[src/pma_pkg.sv]
/*
  Shared sizes, APB address map, counter indices, access kind codes
  and the region attribute word for the PMA monitor
*/
`default_nettype none

package pma_pkg;

  localparam int PMA_NUM_REGIONS  = 4;
  localparam int PMA_NUM_COUNTERS = 8;
  localparam int CNT_W            = 16;
  localparam int REGION_IDX_W     = $clog2(PMA_NUM_REGIONS);
  localparam int CNT_IDX_W        = $clog2(PMA_NUM_COUNTERS);

  // APB address map, 12-bit byte address
  localparam int              APB_ADDR_W    = 12;
  localparam int              REGION_STRIDE = 16;
  localparam logic [11:0]     COUNTER_BASE  = 12'h100;

  // Register select within a region, equal to the byte offset divided by 4
  localparam logic [1:0] SEL_BASE = 2'd0;
  localparam logic [1:0] SEL_MASK = 2'd1;
  localparam logic [1:0] SEL_ATTR = 2'd2;

  // Event counter indices
  localparam int CNT_ACCESS     = 0;
  localparam int CNT_NOMATCH    = 1;
  localparam int CNT_MULTIMATCH = 2;
  localparam int CNT_FAULT      = 3;
  localparam int CNT_MISALIGNED = 4;
  localparam int CNT_LOAD       = 5;
  localparam int CNT_STORE      = 6;
  localparam int CNT_EXEC       = 7;

  // Access kind
  localparam logic [1:0] KIND_LOAD  = 2'd0;
  localparam logic [1:0] KIND_STORE = 2'd1;
  localparam logic [1:0] KIND_EXEC  = 2'd2;

  // Transaction size
  localparam logic [1:0] SIZE_BYTE = 2'd0;
  localparam logic [1:0] SIZE_HALF = 2'd1;
  localparam logic [1:0] SIZE_WORD = 2'd2;

  typedef struct packed {
    logic [26:0] reserved;
    logic        integrity;
    logic        cacheable;
    logic        bufferable;
    logic        main;
    logic        allow;
  } pma_attr_fields_t;

  // Written as a raw APB word, decoded as attribute fields
  typedef union packed {
    logic [31:0]      raw;
    pma_attr_fields_t fields;
  } pma_attr_u;

endpackage

`default_nettype wire

[src/pma_access_classify.sv]
/*
  Acceptance strobe, access kind and alignment of a bus transaction
*/
`timescale 1ns/1ns
`default_nettype none

module pma_access_classify (
  input  logic        trans_valid_i,
  input  logic        trans_ready_i,
  input  logic [1:0]  trans_addr_i,
  input  logic [1:0]  trans_size_i,
  input  logic        trans_write_i,
  input  logic        trans_fetch_i,
  output logic        accept_o,
  output logic [1:0]  kind_o,
  output logic        misaligned_o
);

  assign accept_o = trans_valid_i & trans_ready_i;

  // Fetch takes priority over the write flag
  always_comb begin
    if (trans_fetch_i) begin
      kind_o = pma_pkg::KIND_EXEC;
    end else if (trans_write_i) begin
      kind_o = pma_pkg::KIND_STORE;
    end else begin
      kind_o = pma_pkg::KIND_LOAD;
    end
  end

  always_comb begin
    case (trans_size_i)
      pma_pkg::SIZE_BYTE: misaligned_o = 1'b0;
      pma_pkg::SIZE_HALF: misaligned_o = trans_addr_i[0];
      pma_pkg::SIZE_WORD: misaligned_o = (trans_addr_i != 2'b00);
      // Undefined size code treated as a word
      default:            misaligned_o = (trans_addr_i != 2'b00);
    endcase
  end

endmodule

`default_nettype wire

[src/pma_apb_regs.sv]
/*
  APB slave for the PMA monitor: address decode, region write strobes,
  counter clear and read mux, one wait state and the error response
*/
`timescale 1ns/1ns
`default_nettype none

module pma_apb_regs (
  input  logic                                 clk_ungated,
  input  logic                                 rst_n,
  input  logic                                 psel_i,
  input  logic                                 penable_i,
  input  logic                                 pwrite_i,
  input  logic [pma_pkg::APB_ADDR_W-1:0]       paddr_i,
  input  logic [31:0]                          pwdata_i,
  output logic [31:0]                          prdata_o,
  output logic                                 pready_o,
  output logic                                 pslverr_o,
  output logic [pma_pkg::PMA_NUM_REGIONS-1:0]  region_we_o,
  output logic [pma_pkg::REGION_IDX_W-1:0]     region_idx_o,
  output logic [1:0]                           region_sel_o,
  output logic [31:0]                          wdata_o,
  output logic                                 cnt_clear_o,
  input  logic [pma_pkg::CNT_W-1:0]            cnt_rdata_i,
  output logic [pma_pkg::CNT_IDX_W-1:0]        cnt_idx_o,
  input  logic [31:0]                          region_rdata_i
);

  localparam int STRIDE_SH = $clog2(pma_pkg::REGION_STRIDE);

  logic                             wait_q;
  logic                             region_hit;
  logic                             cnt_hit;
  logic [pma_pkg::APB_ADDR_W-1:0]   cnt_offs;

  // First access cycle is the wait state, pready follows in the second
  always_ff @(posedge clk_ungated or negedge rst_n) begin
    if (!rst_n) begin
      wait_q <= 1'b0;
    end else begin
      wait_q <= psel_i & penable_i & ~wait_q;
    end
  end

  assign pready_o = psel_i & penable_i & wait_q;

  // Word aligned base, mask or attr inside the region block
  assign region_hit = (paddr_i < pma_pkg::PMA_NUM_REGIONS * pma_pkg::REGION_STRIDE) &&
                      (paddr_i[3:2] <= pma_pkg::SEL_ATTR) && (paddr_i[1:0] == 2'b00);

  assign cnt_offs = paddr_i - pma_pkg::COUNTER_BASE;
  assign cnt_hit  = (paddr_i >= pma_pkg::COUNTER_BASE) &&
                    (cnt_offs < 4 * pma_pkg::PMA_NUM_COUNTERS) && (paddr_i[1:0] == 2'b00);

  assign region_idx_o = paddr_i[STRIDE_SH +: pma_pkg::REGION_IDX_W];
  assign region_sel_o = paddr_i[3:2];
  assign cnt_idx_o    = cnt_offs[2 +: pma_pkg::CNT_IDX_W];
  assign wdata_o      = pwdata_i;

  // Writes take effect on the pready cycle
  always_comb begin
    region_we_o = '0;
    if (pready_o && pwrite_i && region_hit) begin
      region_we_o[region_idx_o] = 1'b1;
    end
  end

  // Any counter address clears every counter
  assign cnt_clear_o = pready_o & pwrite_i & cnt_hit;

  always_comb begin
    prdata_o = '0;
    if (pready_o && !pwrite_i) begin
      if (region_hit) begin
        prdata_o = region_rdata_i;
      end else if (cnt_hit) begin
        prdata_o = {{(32 - pma_pkg::CNT_W){1'b0}}, cnt_rdata_i};
      end
    end
  end

  assign pslverr_o = pready_o & ~(region_hit | cnt_hit);

endmodule

`default_nettype wire

[src/pma_fault_count.sv]
/*
  Fault decision with registered result and valid pulse,
  saturating event counters with clear and indexed readback
*/
`timescale 1ns/1ns
`default_nettype none

module pma_fault_count (
  input  logic                                 clk_ungated,
  input  logic                                 rst_n,
  input  logic                                 accept_i,
  input  logic [1:0]                           kind_i,
  input  logic                                 misaligned_i,
  input  logic                                 have_match_i,
  input  logic [pma_pkg::REGION_IDX_W-1:0]     match_idx_i,
  input  logic                                 match_multi_i,
  input  pma_pkg::pma_attr_u                   match_attr_i,
  input  logic                                 cnt_clear_i,
  input  logic [pma_pkg::CNT_IDX_W-1:0]        cnt_idx_i,
  output logic [pma_pkg::CNT_W-1:0]            cnt_rdata_o,
  output logic                                 fault_valid_o,
  output logic                                 fault_o,
  output logic [pma_pkg::REGION_IDX_W-1:0]     fault_region_o
);

  logic                                  fault;
  logic                                  is_exec;
  logic [pma_pkg::PMA_NUM_COUNTERS-1:0]  inc;
  logic [pma_pkg::CNT_W-1:0]             cnt_q [pma_pkg::PMA_NUM_COUNTERS];

  assign is_exec = (kind_i == pma_pkg::KIND_EXEC);

  // io regions take neither misaligned accesses nor fetches
  assign fault = !have_match_i ||
                 !match_attr_i.fields.allow ||
                 (misaligned_i && !match_attr_i.fields.main) ||
                 (is_exec && !match_attr_i.fields.main);

  always_ff @(posedge clk_ungated or negedge rst_n) begin
    if (!rst_n) begin
      fault_valid_o  <= 1'b0;
      fault_o        <= 1'b0;
      fault_region_o <= '0;
    end else begin
      fault_valid_o <= accept_i;
      // Result holds until the next accepted transaction
      if (accept_i) begin
        fault_o        <= fault;
        fault_region_o <= match_idx_i;
      end
    end
  end

  always_comb begin
    inc                          = '0;
    inc[pma_pkg::CNT_ACCESS]     = accept_i;
    inc[pma_pkg::CNT_NOMATCH]    = accept_i && !have_match_i;
    inc[pma_pkg::CNT_MULTIMATCH] = accept_i && match_multi_i;
    inc[pma_pkg::CNT_FAULT]      = accept_i && fault;
    inc[pma_pkg::CNT_MISALIGNED] = accept_i && misaligned_i;
    inc[pma_pkg::CNT_LOAD]       = accept_i && (kind_i == pma_pkg::KIND_LOAD);
    inc[pma_pkg::CNT_STORE]      = accept_i && (kind_i == pma_pkg::KIND_STORE);
    inc[pma_pkg::CNT_EXEC]       = accept_i && is_exec;
  end

  // Clear wins over a same cycle increment
  always_ff @(posedge clk_ungated or negedge rst_n) begin
    if (!rst_n) begin
      for (int i = 0; i < pma_pkg::PMA_NUM_COUNTERS; i++) begin
        cnt_q[i] <= '0;
      end
    end else begin
      for (int i = 0; i < pma_pkg::PMA_NUM_COUNTERS; i++) begin
        if (cnt_clear_i) begin
          cnt_q[i] <= '0;
        end else if (inc[i] && (cnt_q[i] != '1)) begin
          cnt_q[i] <= cnt_q[i] + 1'b1;
        end
      end
    end
  end

  assign cnt_rdata_o = cnt_q[cnt_idx_i];

endmodule

`default_nettype wire

[src/pma_monitor_top.sv]
/*
  PMA monitor top level: APB registers, region matcher,
  access classifier and fault and counter block
*/
`timescale 1ns/1ns
`default_nettype none

module pma_monitor_top (
  input  logic                              clk_ungated,
  input  logic                              rst_n,
  input  logic                              psel_i,
  input  logic                              penable_i,
  input  logic                              pwrite_i,
  input  logic [pma_pkg::APB_ADDR_W-1:0]    paddr_i,
  input  logic [31:0]                       pwdata_i,
  output logic [31:0]                       prdata_o,
  output logic                              pready_o,
  output logic                              pslverr_o,
  input  logic                              trans_valid_i,
  input  logic                              trans_ready_i,
  input  logic [31:0]                       trans_addr_i,
  input  logic [1:0]                        trans_size_i,
  input  logic                              trans_write_i,
  input  logic                              trans_fetch_i,
  output logic                              fault_valid_o,
  output logic                              fault_o,
  output logic [pma_pkg::REGION_IDX_W-1:0]  fault_region_o
);

  logic [pma_pkg::PMA_NUM_REGIONS-1:0]  region_we;
  logic [pma_pkg::REGION_IDX_W-1:0]     region_idx;
  logic [1:0]                           region_sel;
  logic [31:0]                          wdata;
  logic [31:0]                          region_rdata;
  logic                                 cnt_clear;
  logic [pma_pkg::CNT_IDX_W-1:0]        cnt_idx;
  logic [pma_pkg::CNT_W-1:0]            cnt_rdata;
  logic                                 have_match;
  logic [pma_pkg::REGION_IDX_W-1:0]     match_idx;
  logic                                 match_multi;
  pma_pkg::pma_attr_u                   match_attr;
  logic                                 accept;
  logic [1:0]                           kind;
  logic                                 misaligned;

  pma_apb_regs pma_apb_regs_inst (
    .clk_ungated    (clk_ungated),
    .rst_n          (rst_n),
    .psel_i         (psel_i),
    .penable_i      (penable_i),
    .pwrite_i       (pwrite_i),
    .paddr_i        (paddr_i),
    .pwdata_i       (pwdata_i),
    .prdata_o       (prdata_o),
    .pready_o       (pready_o),
    .pslverr_o      (pslverr_o),
    .region_we_o    (region_we),
    .region_idx_o   (region_idx),
    .region_sel_o   (region_sel),
    .wdata_o        (wdata),
    .cnt_clear_o    (cnt_clear),
    .cnt_rdata_i    (cnt_rdata),
    .cnt_idx_o      (cnt_idx),
    .region_rdata_i (region_rdata)
  );

  pma_region_match pma_region_match_inst (
    .clk_ungated    (clk_ungated),
    .rst_n          (rst_n),
    .region_we_i    (region_we),
    .region_idx_i   (region_idx),
    .region_sel_i   (region_sel),
    .wdata_i        (wdata),
    .region_rdata_o (region_rdata),
    .trans_addr_i   (trans_addr_i),
    .have_match_o   (have_match),
    .match_idx_o    (match_idx),
    .match_multi_o  (match_multi),
    .match_attr_o   (match_attr)
  );

  pma_access_classify pma_access_classify_inst (
    .trans_valid_i (trans_valid_i),
    .trans_ready_i (trans_ready_i),
    .trans_addr_i  (trans_addr_i[1:0]),
    .trans_size_i  (trans_size_i),
    .trans_write_i (trans_write_i),
    .trans_fetch_i (trans_fetch_i),
    .accept_o      (accept),
    .kind_o        (kind),
    .misaligned_o  (misaligned)
  );

  pma_fault_count pma_fault_count_inst (
    .clk_ungated    (clk_ungated),
    .rst_n          (rst_n),
    .accept_i       (accept),
    .kind_i         (kind),
    .misaligned_i   (misaligned),
    .have_match_i   (have_match),
    .match_idx_i    (match_idx),
    .match_multi_i  (match_multi),
    .match_attr_i   (match_attr),
    .cnt_clear_i    (cnt_clear),
    .cnt_idx_i      (cnt_idx),
    .cnt_rdata_o    (cnt_rdata),
    .fault_valid_o  (fault_valid_o),
    .fault_o        (fault_o),
    .fault_region_o (fault_region_o)
  );

endmodule

`default_nettype wire

[src/pma_region_match.sv]
/*
  Region base, mask and attribute registers with readback,
  plus match list, first match and multiple match detection
*/
`timescale 1ns/1ns
`default_nettype none

module pma_region_match (
  input  logic                                 clk_ungated,
  input  logic                                 rst_n,
  input  logic [pma_pkg::PMA_NUM_REGIONS-1:0]  region_we_i,
  input  logic [pma_pkg::REGION_IDX_W-1:0]     region_idx_i,
  input  logic [1:0]                           region_sel_i,
  input  logic [31:0]                          wdata_i,
  output logic [31:0]                          region_rdata_o,
  input  logic [31:0]                          trans_addr_i,
  output logic                                 have_match_o,
  output logic [pma_pkg::REGION_IDX_W-1:0]     match_idx_o,
  output logic                                 match_multi_o,
  output pma_pkg::pma_attr_u                   match_attr_o
);

  localparam int NUM_W = $clog2(pma_pkg::PMA_NUM_REGIONS + 1);

  logic [31:0]                               base_q [pma_pkg::PMA_NUM_REGIONS];
  logic [31:0]                               mask_q [pma_pkg::PMA_NUM_REGIONS];
  pma_pkg::pma_attr_u                        attr_q [pma_pkg::PMA_NUM_REGIONS];
  pma_pkg::pma_attr_u                        attr_wr;
  logic [pma_pkg::PMA_NUM_REGIONS-1:0]       match_list;
  logic [NUM_W-1:0]                          match_num;

  // Reserved attribute bits never get stored
  always_comb begin
    attr_wr                 = wdata_i;
    attr_wr.fields.reserved = '0;
  end

  always_ff @(posedge clk_ungated or negedge rst_n) begin
    if (!rst_n) begin
      for (int i = 0; i < pma_pkg::PMA_NUM_REGIONS; i++) begin
        base_q[i] <= '0;
        mask_q[i] <= '0;
        attr_q[i] <= '0;
      end
    end else begin
      for (int i = 0; i < pma_pkg::PMA_NUM_REGIONS; i++) begin
        if (region_we_i[i]) begin
          case (region_sel_i)
            pma_pkg::SEL_BASE: base_q[i] <= wdata_i;
            pma_pkg::SEL_MASK: mask_q[i] <= wdata_i;
            pma_pkg::SEL_ATTR: attr_q[i] <= attr_wr;
            default: ;
          endcase
        end
      end
    end
  end

  // APB readback
  always_comb begin
    case (region_sel_i)
      pma_pkg::SEL_BASE: region_rdata_o = base_q[region_idx_i];
      pma_pkg::SEL_MASK: region_rdata_o = mask_q[region_idx_i];
      pma_pkg::SEL_ATTR: region_rdata_o = attr_q[region_idx_i].raw;
      default:           region_rdata_o = '0;
    endcase
  end

  always_comb begin
    for (int i = 0; i < pma_pkg::PMA_NUM_REGIONS; i++) begin
      match_list[i] = ((trans_addr_i & mask_q[i]) == (base_q[i] & mask_q[i]));
    end
  end

  // Walk down so the lowest matching index wins
  always_comb begin
    match_idx_o = '0;
    match_num   = '0;
    for (int i = pma_pkg::PMA_NUM_REGIONS - 1; i >= 0; i--) begin
      if (match_list[i]) begin
        match_idx_o = pma_pkg::REGION_IDX_W'(i);
        match_num   = match_num + 1'b1;
      end
    end
  end

  assign have_match_o  = |match_list;
  assign match_multi_o = (match_num > 1);
  assign match_attr_o  = have_match_o ? attr_q[match_idx_o] : '0;

endmodule

`default_nettype wire

[config.mk]
export PLATFORM = sky130hd
export DESIGN_NAME = pma_monitor_top
export DESIGN_NICKNAME = d
export VERILOG_FILES = /design/src/pma_pkg.sv /design/src/pma_access_classify.sv /design/src/pma_apb_regs.sv /design/src/pma_fault_count.sv /design/src/pma_monitor_top.sv /design/src/pma_region_match.sv
export SDC_FILE = /design/constraint.sdc
export NUM_CORES = 1
export LEC_CHECK = 0
export ABC_CLOCK_PERIOD_IN_PS = 9080
export BUFFER_PORTS_ARGS = -buffer_cell sky130_fd_sc_hd__buf_2
export CORE_MARGIN = 2
export CORE_UTILIZATION = 48
export CTS_BUF_LIST = sky130_fd_sc_hd__clkbuf_8
export DETAILED_ROUTE_END_ITERATION = 6
export HOLD_SLACK_MARGIN = 0.06
export PLACE_DENSITY_LB_ADDON = 0.2
export SYNTH_ARGS = -nofsm -noshare
export SYNTH_HDL_FRONTEND = slang
export SYNTH_HIERARCHICAL = 1
export SYNTH_SLANG_ARGS = --single-unit
export TNS_END_PERCENT = 5
[constraint.sdc]
create_clock -name clk_ungated -period 9.08 [get_ports clk_ungated]
set_input_delay 1.816 -clock clk_ungated [delete_from_list [all_inputs] [get_ports clk_ungated]]
set_output_delay 1.816 -clock clk_ungated [all_outputs]
set_load 0.005 [all_outputs]
==> results of run 1 <==
-- sequential cells by signal (all words and copies together) (netlist names) --
signal,count
pma_apb_regs_inst/wait_q,1
pma_fault_count_inst/fault_region_o,2
pma_fault_count_inst/fault_valid_o,1
pma_fault_count_inst/fault_o,1
pma_region_match_inst/attr_q,20
pma_region_match_inst/mask_q,128
pma_fault_count_inst/cnt_q,128
pma_region_match_inst/base_q,128
-- report_power, final --
group	switching, uW	total, uW	internal, uW
logic	233	395	162
registers	113	2000	1890
clock network	778	1660	879
-- placed cells by master, fill, tap and decap left out, types with 40 or more instances in the layout --
master / n
xnor2_1: 58
mux2_2: 294
buf_2: 119
xor2_1: 161
a22oi_1: 80
dfrtp_1: 409
mux4_2: 101
clkbuf_8: 89
nand3_1: 40
inv_1: 48
nand2_1: 58
mux2i_1: 45
nor2_1: 176
nand4_1: 51
-- path summary, 6_finish.rpt --
check / startpoint / endpoint / slack [ns] / cells after the start
worst min-delay path: pma_apb_regs_inst/wait_q / pma_apb_regs_inst/wait_q / 0.42 / 1
max in group asynchronous: rst_n / pma_fault_count_inst/cnt_q[91] / 6.25 / 2
min in group asynchronous: rst_n / pma_fault_count_inst/cnt_q[37] / 1.28 / 1
worst min register to register: pma_apb_regs_inst/wait_q / pma_apb_regs_inst/wait_q / 0.42 / 1
worst max-delay path: paddr_i[4] / prdata_o[12] / 2.61 / 8
worst max register to register: pma_region_match_inst/base_q[4] / pma_fault_count_inst/cnt_q[67] / 4.44 / 14
-- metrics by stage --
stage / cells / area, sq um / utilization / power [uW]
final: 2664 / 25390 / 0.5328 / 4057
after global routing: 2659 / 25370 / 0.5325 / 4237
after CTS: 2657 / 25370 / 0.5324 / 4098
after detailed placement: 2534 / 23990 / 0.5036 / 2430
after global placement: 2534 / 23990 / 0.5036 / 2416
after floorplan: 1916 / 23100 / - / 2250
-- critical path: cells and delay by family --
family,cells,cell delay (ns)
AOI/OAI and AO/OA,1,0.24
buffers and inverters,3,1.47
muxes,2,0.85
and+or+nand+nor,2,0.16
-- metal layers --
layer  up-vias  share of wire  track usage
li1       7220              -            -
met1      8412           0.42       0.3583
met2       552           0.48       0.4413
met3       138          0.063      0.05387
met4         0          0.036       0.1077
met5         -              0            0
-- cell type report --
type,count,share of cell area
multi-input cells,1349,0.4778
flip-flops and latches,409,0.4032
clock buffers,89,0.04825
repair buffers,139,0.03066
well taps,615,0.03031
clock inverters,34,0.005865
inverters,22,0.003253
diodes,7,0.0006900
==> metrics.md, run 1 <==
| Metric | Value |
|---|---|
| Outcome | `finished, final reports clean` |
| Worst EP required | `just over 7 ns` |
| DIE HEIGHT | `223.4 microns` |
| Yosys warns | `6` |
| Post-CTS Setup Bufs | `0` |
| Ratio of cells with drive above 1 in the final layout | `0.3301` |
| Worst Setup End Kind | `output port` |
| Filler cells | `4,163` |
| Clock buffer depth | `3` |
| Final count of pins violating max slew | `0` |
| Detail Route Antenna Nets | `0` |
| CTS tree | `done` |
| Register Area | `between 10,000 and 15,000 sq um` |
| Site row count | `80` |
| Nets@finish | `2,092` |
| H-tree levels | `3` |
| Die Area | `49,890 sq um` |
| Area growth syn-to-layout | `9.908%` |
| Num CTS Buffers | `73` |
| 1st-pass router iterations | `7` |
| Slowest-stage cell, CP | `buf_4` |
| Initial Util | `0.4848` |
| Crit-path max cell delay | `0.69 ns` |
| Total number of vias | `16.32k` |
| Tmin final | `6.472 ns` |
| Vias per inst | `slightly above 6` |
| Root Driver | `clkbuf_8` |
| Final Hold Vio Count | `0` |
| Crit Path Max Fanout | `50` |
| PortBufs | `124` |
| Critical Path Source Type | `input port` |
| Drt total wl | `66.38 mm` |
| Max Cap Viol | `0` |
| Fmax | `154.5 MHz` |
| Kind of critical path | `input port to output port` |
| Setup tns final | `0 ns` |
| Pleak | `0.01198 uW` |
| Setup WS pre-CTS | `2.607 ns` |
| Worst VDD drop | `0.1095 mV` |
| Core Area | `47,650 sq um` |
| Cts hold-fix bufs | `0` |
| Wirelength per Cell | `24.92 microns` |
| Critical-path cell list | `buf_4 > buf_4 > mux4_2 > mux2i_1 > nor2_1 > a22oi_1 > nor2_1 > buf_2` |
| Part of the cycle the worst path needs | `0.7128` |
| Post-Syn Nets | `2,014` |
| Largest net degree at the start of global routing | `173` |
| Cell count after synthesis | `1,916` |
| Final setup fails | `0` |
| Gr ovfl total | `0` |
| Worst slew margin | `0.2116` |
| Final worst slack | `2.608 ns` |
| Vias in the first global route | `around 17k` |
| Multi-input logic area | `~12,000 sq um` |
| Slew @ Worst Pin | `1.180 ns` |
| Worst skew pair latency | `0.66 ns` |
| RSZ-0062 raised after global routing | `no` |
| Gr usage total | `0.2711` |
| Hold WS | `0.4198 ns` |
| First-pass GRT wire length | `102.4 mm` |
| Drt drc | `0` |
| Initial antenna violation count | `7` |
| Post-CTS sizing | `0` |
| 1st-iter DRT viols | `1,307` |
| Critical Path AT | `4.66 ns` |
| Syn Std Cell Area | `23,100 sq um` |
| Final Wtd Congestion | `0.8953` |
| Worst Hold Class | `register to register` |
| Syn Area/Cell | `12.05 sq um` |
| IO Pins | `125` |
| Dpl hpwl | `45.08 mm` |
| Clk slew on worst S/H paths | `0.06 ns` |
| Die width | `approximately 220 microns` |
| Power Density | `159.8 nW/um^2` |
| Fin Clk Skew | `0.02748 ns` |
| Clock sink count | `409` |
(Power assumes the default switching activity.)
==> run 2: changes to the inputs <==
ABC_CLOCK_PERIOD_IN_PS = 5900   (was 9080)
clock period = 5.9 ns   (was 9.08 ns; I/O delays follow)
==> run 2 against run 1 <==
Total power increased by 59%; combinational power increased by 54%; critical endpoint is now prdata_o[8]; clock skew increased by 0.0040 ns; largest power group unchanged; worst setup slack got worse by 1.6 ns.
==> metrics.md, run 2 (synthesized netlist as in run 1, its figures left out) <==
| Metric | Value |
|---|---|
| Outcome | `finished, final reports clean (unchanged)` |
| Final setup fails | `0 (unchanged)` |
| Vias in the first global route | `16.61k (was 16.75k)` |
| Wirelength per Cell | `24.87 microns (was 24.92 microns)` |
| Clk slew on worst S/H paths | `0.06 ns (about the same)` |
| Total number of vias | `16.25k (was 16.32k)` |
| Dpl hpwl | `46.17 mm (was 45.08 mm)` |
| Slew @ Worst Pin | `1.187 ns (was 1.180 ns)` |
| R2R cell count | `14 (unchanged)` |
| Fin Clk Skew | `0.03153 ns (was 0.02748 ns)` |
| Clock buffer depth | `3 (unchanged)` |
| Power Density | `252.2 nW/um^2 (was 159.8 nW/um^2)` |
| Pleak | `0.01208 uW (was 0.01198 uW)` |
| Initial antenna violation count | `7 (unchanged)` |
| Tmin final | `~4.9 ns` |
| Critical Path AT | `3.76 ns (was 4.66 ns)` |
| Area growth syn-to-layout | `10.98% (was 9.908%)` |
| CTS tree | `done (unchanged)` |
| RSZ-0062 raised after global routing | `no (unchanged)` |
| Max Cap Viol | `0 (unchanged)` |
| Ratio of cells with drive above 1 in the final layout | `0.3408 (was 0.3301)` |
| Worst r2r src | `pma_region_match_inst/base_q[5] (was pma_region_match_inst/base_q[4])` |
| Num CTS Buffers | `76 (was 73)` |
| Gr usage total | `0.2708 (was 0.2711)` |
| Most frequent cells in the layout | `409 x dfrtp_1, 294 x mux2_2, 176 x nor2_1 (unchanged)` |
| Min-Delay Endpoint | `pma_apb_regs_inst/wait_q (unchanged)` |
| Core Area | `47,650 sq um (unchanged)` |
| Largest regs | `pma_fault_count_inst/cnt_q x128, pma_region_match_inst/base_q x128, pma_region_match_inst/mask_q x128 (unchanged)` |
| Post-CTS sizing | `0 (unchanged)` |
| Initial Util | `0.4848 (unchanged)` |
| First-pass GRT wire length | `101.9 mm (was 102.4 mm)` |
| Final Hold Vio Count | `0 (unchanged)` |
| Die width | `223.4 microns (unchanged)` |
| CP startpoint | `paddr_i[4] (unchanged)` |
| Vias per inst | `6.072 (was 6.127)` |
| Worst skew pair latency | `0.67 ns (was 0.66 ns)` |
| Post-CTS Setup Bufs | `0 (unchanged)` |
| Detail Route Antenna Nets | `0 (unchanged)` |
| Worst r2r dst | `pma_fault_count_inst/cnt_q[67] (unchanged)` |
| Critical-path cell list | `buf_4 > mux4_2 > mux2i_1 > nor2_1 > a22oi_1 > nor2_1 > buf_2 (was buf_4 > buf_4 > mux4_2 > mux2i_1 > nor2_1 > a22oi_1 > nor2_1 > buf_2)` |
| Most common cell after layout, fill and taps aside | `dfrtp_1 (unchanged)` |
| Final Wtd Congestion | `0.8767 (was 0.8953)` |
| Setup tns final | `0 ns (unchanged)` |
| Largest net degree at the start of global routing | `118 (was 173)` |
| Worst slew margin | `0.2061 (was 0.2116)` |
| CP top delay family | `multiplexers (was buffers and inverters)` |
| Kind of critical path | `input port to output port (unchanged)` |
| HP Start | `pma_apb_regs_inst/wait_q (unchanged)` |
| 1st-pass router iterations | `5 (was 7)` |
| Root Driver | `clkbuf_8 (unchanged)` |
| PortBufs | `124 (unchanged)` |
| Global-route layer with the greatest usage | `met2 (unchanged)` |
| Final count of pins violating max slew | `0 (unchanged)` |
| Clock sink count | `409 (unchanged)` |
| Worst VDD drop | `0.1643 mV (was 0.1095 mV)` |
| Site row count | `80 (unchanged)` |
| IO Pins | `125 (unchanged)` |
| Filler cells | `4,140 (was 4,163)` |
| Worst Hold Class | `register to register (unchanged)` |
| Drt drc | `0 (unchanged)` |
| FF-to-FF setup slack | `1.47 ns (was 4.44 ns)` |
| H-tree levels | `3 (unchanged)` |
| Worst EP required | `4.72 ns (was 7.26 ns)` |
| Nets@finish | `2,104 (was 2,092)` |
| Hold WS | `0.4278 ns (was 0.4198 ns)` |
| Buf/Inv on CP | `2 (was 3)` |
| Min-Delay Path Depth | `1 (unchanged)` |
| Part of the cycle the worst path needs | `0.8374` |
| Met2 usage | `0.4485 (was 0.4413)` |
| Post-layout util | `0.5380 (was 0.5328)` |
| PnR Total Power | `6463 uW (was 4057 uW)` |
| Global Route met3 Usage | `0.05097 (was 0.05387)` |
| Gr ovfl total | `0 (unchanged)` |
| Worst Setup End Kind | `output port (unchanged)` |
| Cts hold-fix bufs | `0 (unchanged)` |
| Cell mode on critical path | `nor2_1` |
| Crit-path max cell delay | `0.74 ns (was 0.69 ns)` |
| Fmax | `a little over 200 MHz` |
| DIE HEIGHT | `223.4 microns (unchanged)` |
| 1st-iter DRT viols | `1,300 (was 1,307)` |
| Critical Path Source Type | `input port (unchanged)` |
| Slowest-stage cell, CP | `buf_4 (unchanged)` |
| Global Route met1 Usage | `0.3603 (was 0.3583)` |
| Crit Path Max Fanout | `58 (was 50)` |
| Drt total wl | `66.58 mm (was 66.38 mm)` |
| Die Area | `49,890 sq um (unchanged)` |
==> run 2: through the flow <==
step	instance area, sq um	instances	setup WS [ns]
final	25630	2677	0.9594
after floorplan	23100	1916	1.541
after CTS	25620	2672	0.9631
after global routing	25620	2673	0.7900
after detailed placement	24090	2543	0.6221
after global placement	24090	2543	0.7582
==> run 2: final cells by class <==
| class | count | area (sq um) | area share |
|---|---|---|---|
| diodes | 5 | 12.51 | 0.0004881 |
| clock buffers | 97 | 1335 | 0.05208 |
| clock inverters | 32 | 197.7 | 0.007713 |
| inverters | 22 | 82.58 | 0.003222 |
| multi-input cells | 1349 | 12130 | 0.4732 |
| flip-flops and latches | 409 | 10230 | 0.3993 |
| well taps | 615 | 769.5 | 0.03002 |
| repair buffers | 148 | 870.8 | 0.03397 |
==> run 2: worst max path at each step <==
| stage | end | slack [ns] | depth (start not counted) |
|---|---|---|---|
| 2_1_floorplan | pma_fault_count_inst/cnt_q[67] | 1.54 | 13 |
| 3_3_place_gp | pma_fault_count_inst/cnt_q[67] | 0.76 | 14 |
| 3_5_place_dp | pma_fault_count_inst/cnt_q[67] | 0.62 | 14 |
| 4_1_cts | prdata_o[15] | 0.96 | 8 |
| 5_1_grt | prdata_o[8] | 0.79 | 7 |
| 6_report | prdata_o[8] | 0.96 | 7 |
==> run 2: per-layer routing <==
metal,part of all wire,routed length [microns]
met3,0.065,4340
met1,0.42,27720
met4,0.027,1822
met2,0.49,32670
met5,0.00036,24
==> run 2: worst reg2reg max path, cell delays in order (launching register included) <==
cell      delay [ns]
dfrtp_1         0.41
xor2_1          0.15
a22oi_1         0.43
nand4_1         0.23
nor4_4          0.45
inv_1           0.10
ha_1            0.24
nand2b_1        0.15
a21o_1          0.18
a221oi_1        0.46
nor3b_1         0.16
o31ai_2         0.57
a21oi_1         0.19
and4_1          0.27
mux2_1          0.31
==> run 2: power breakdown <==
group          internal (uW)  switching, uW  leakage [uW]  total (uW)
Clock                   1530           1250      0.000856        2780
Sequential              2910            166       0.00564        3080
Combinational            253            358       0.00559         610
Total                   4690           1770        0.0121        6460
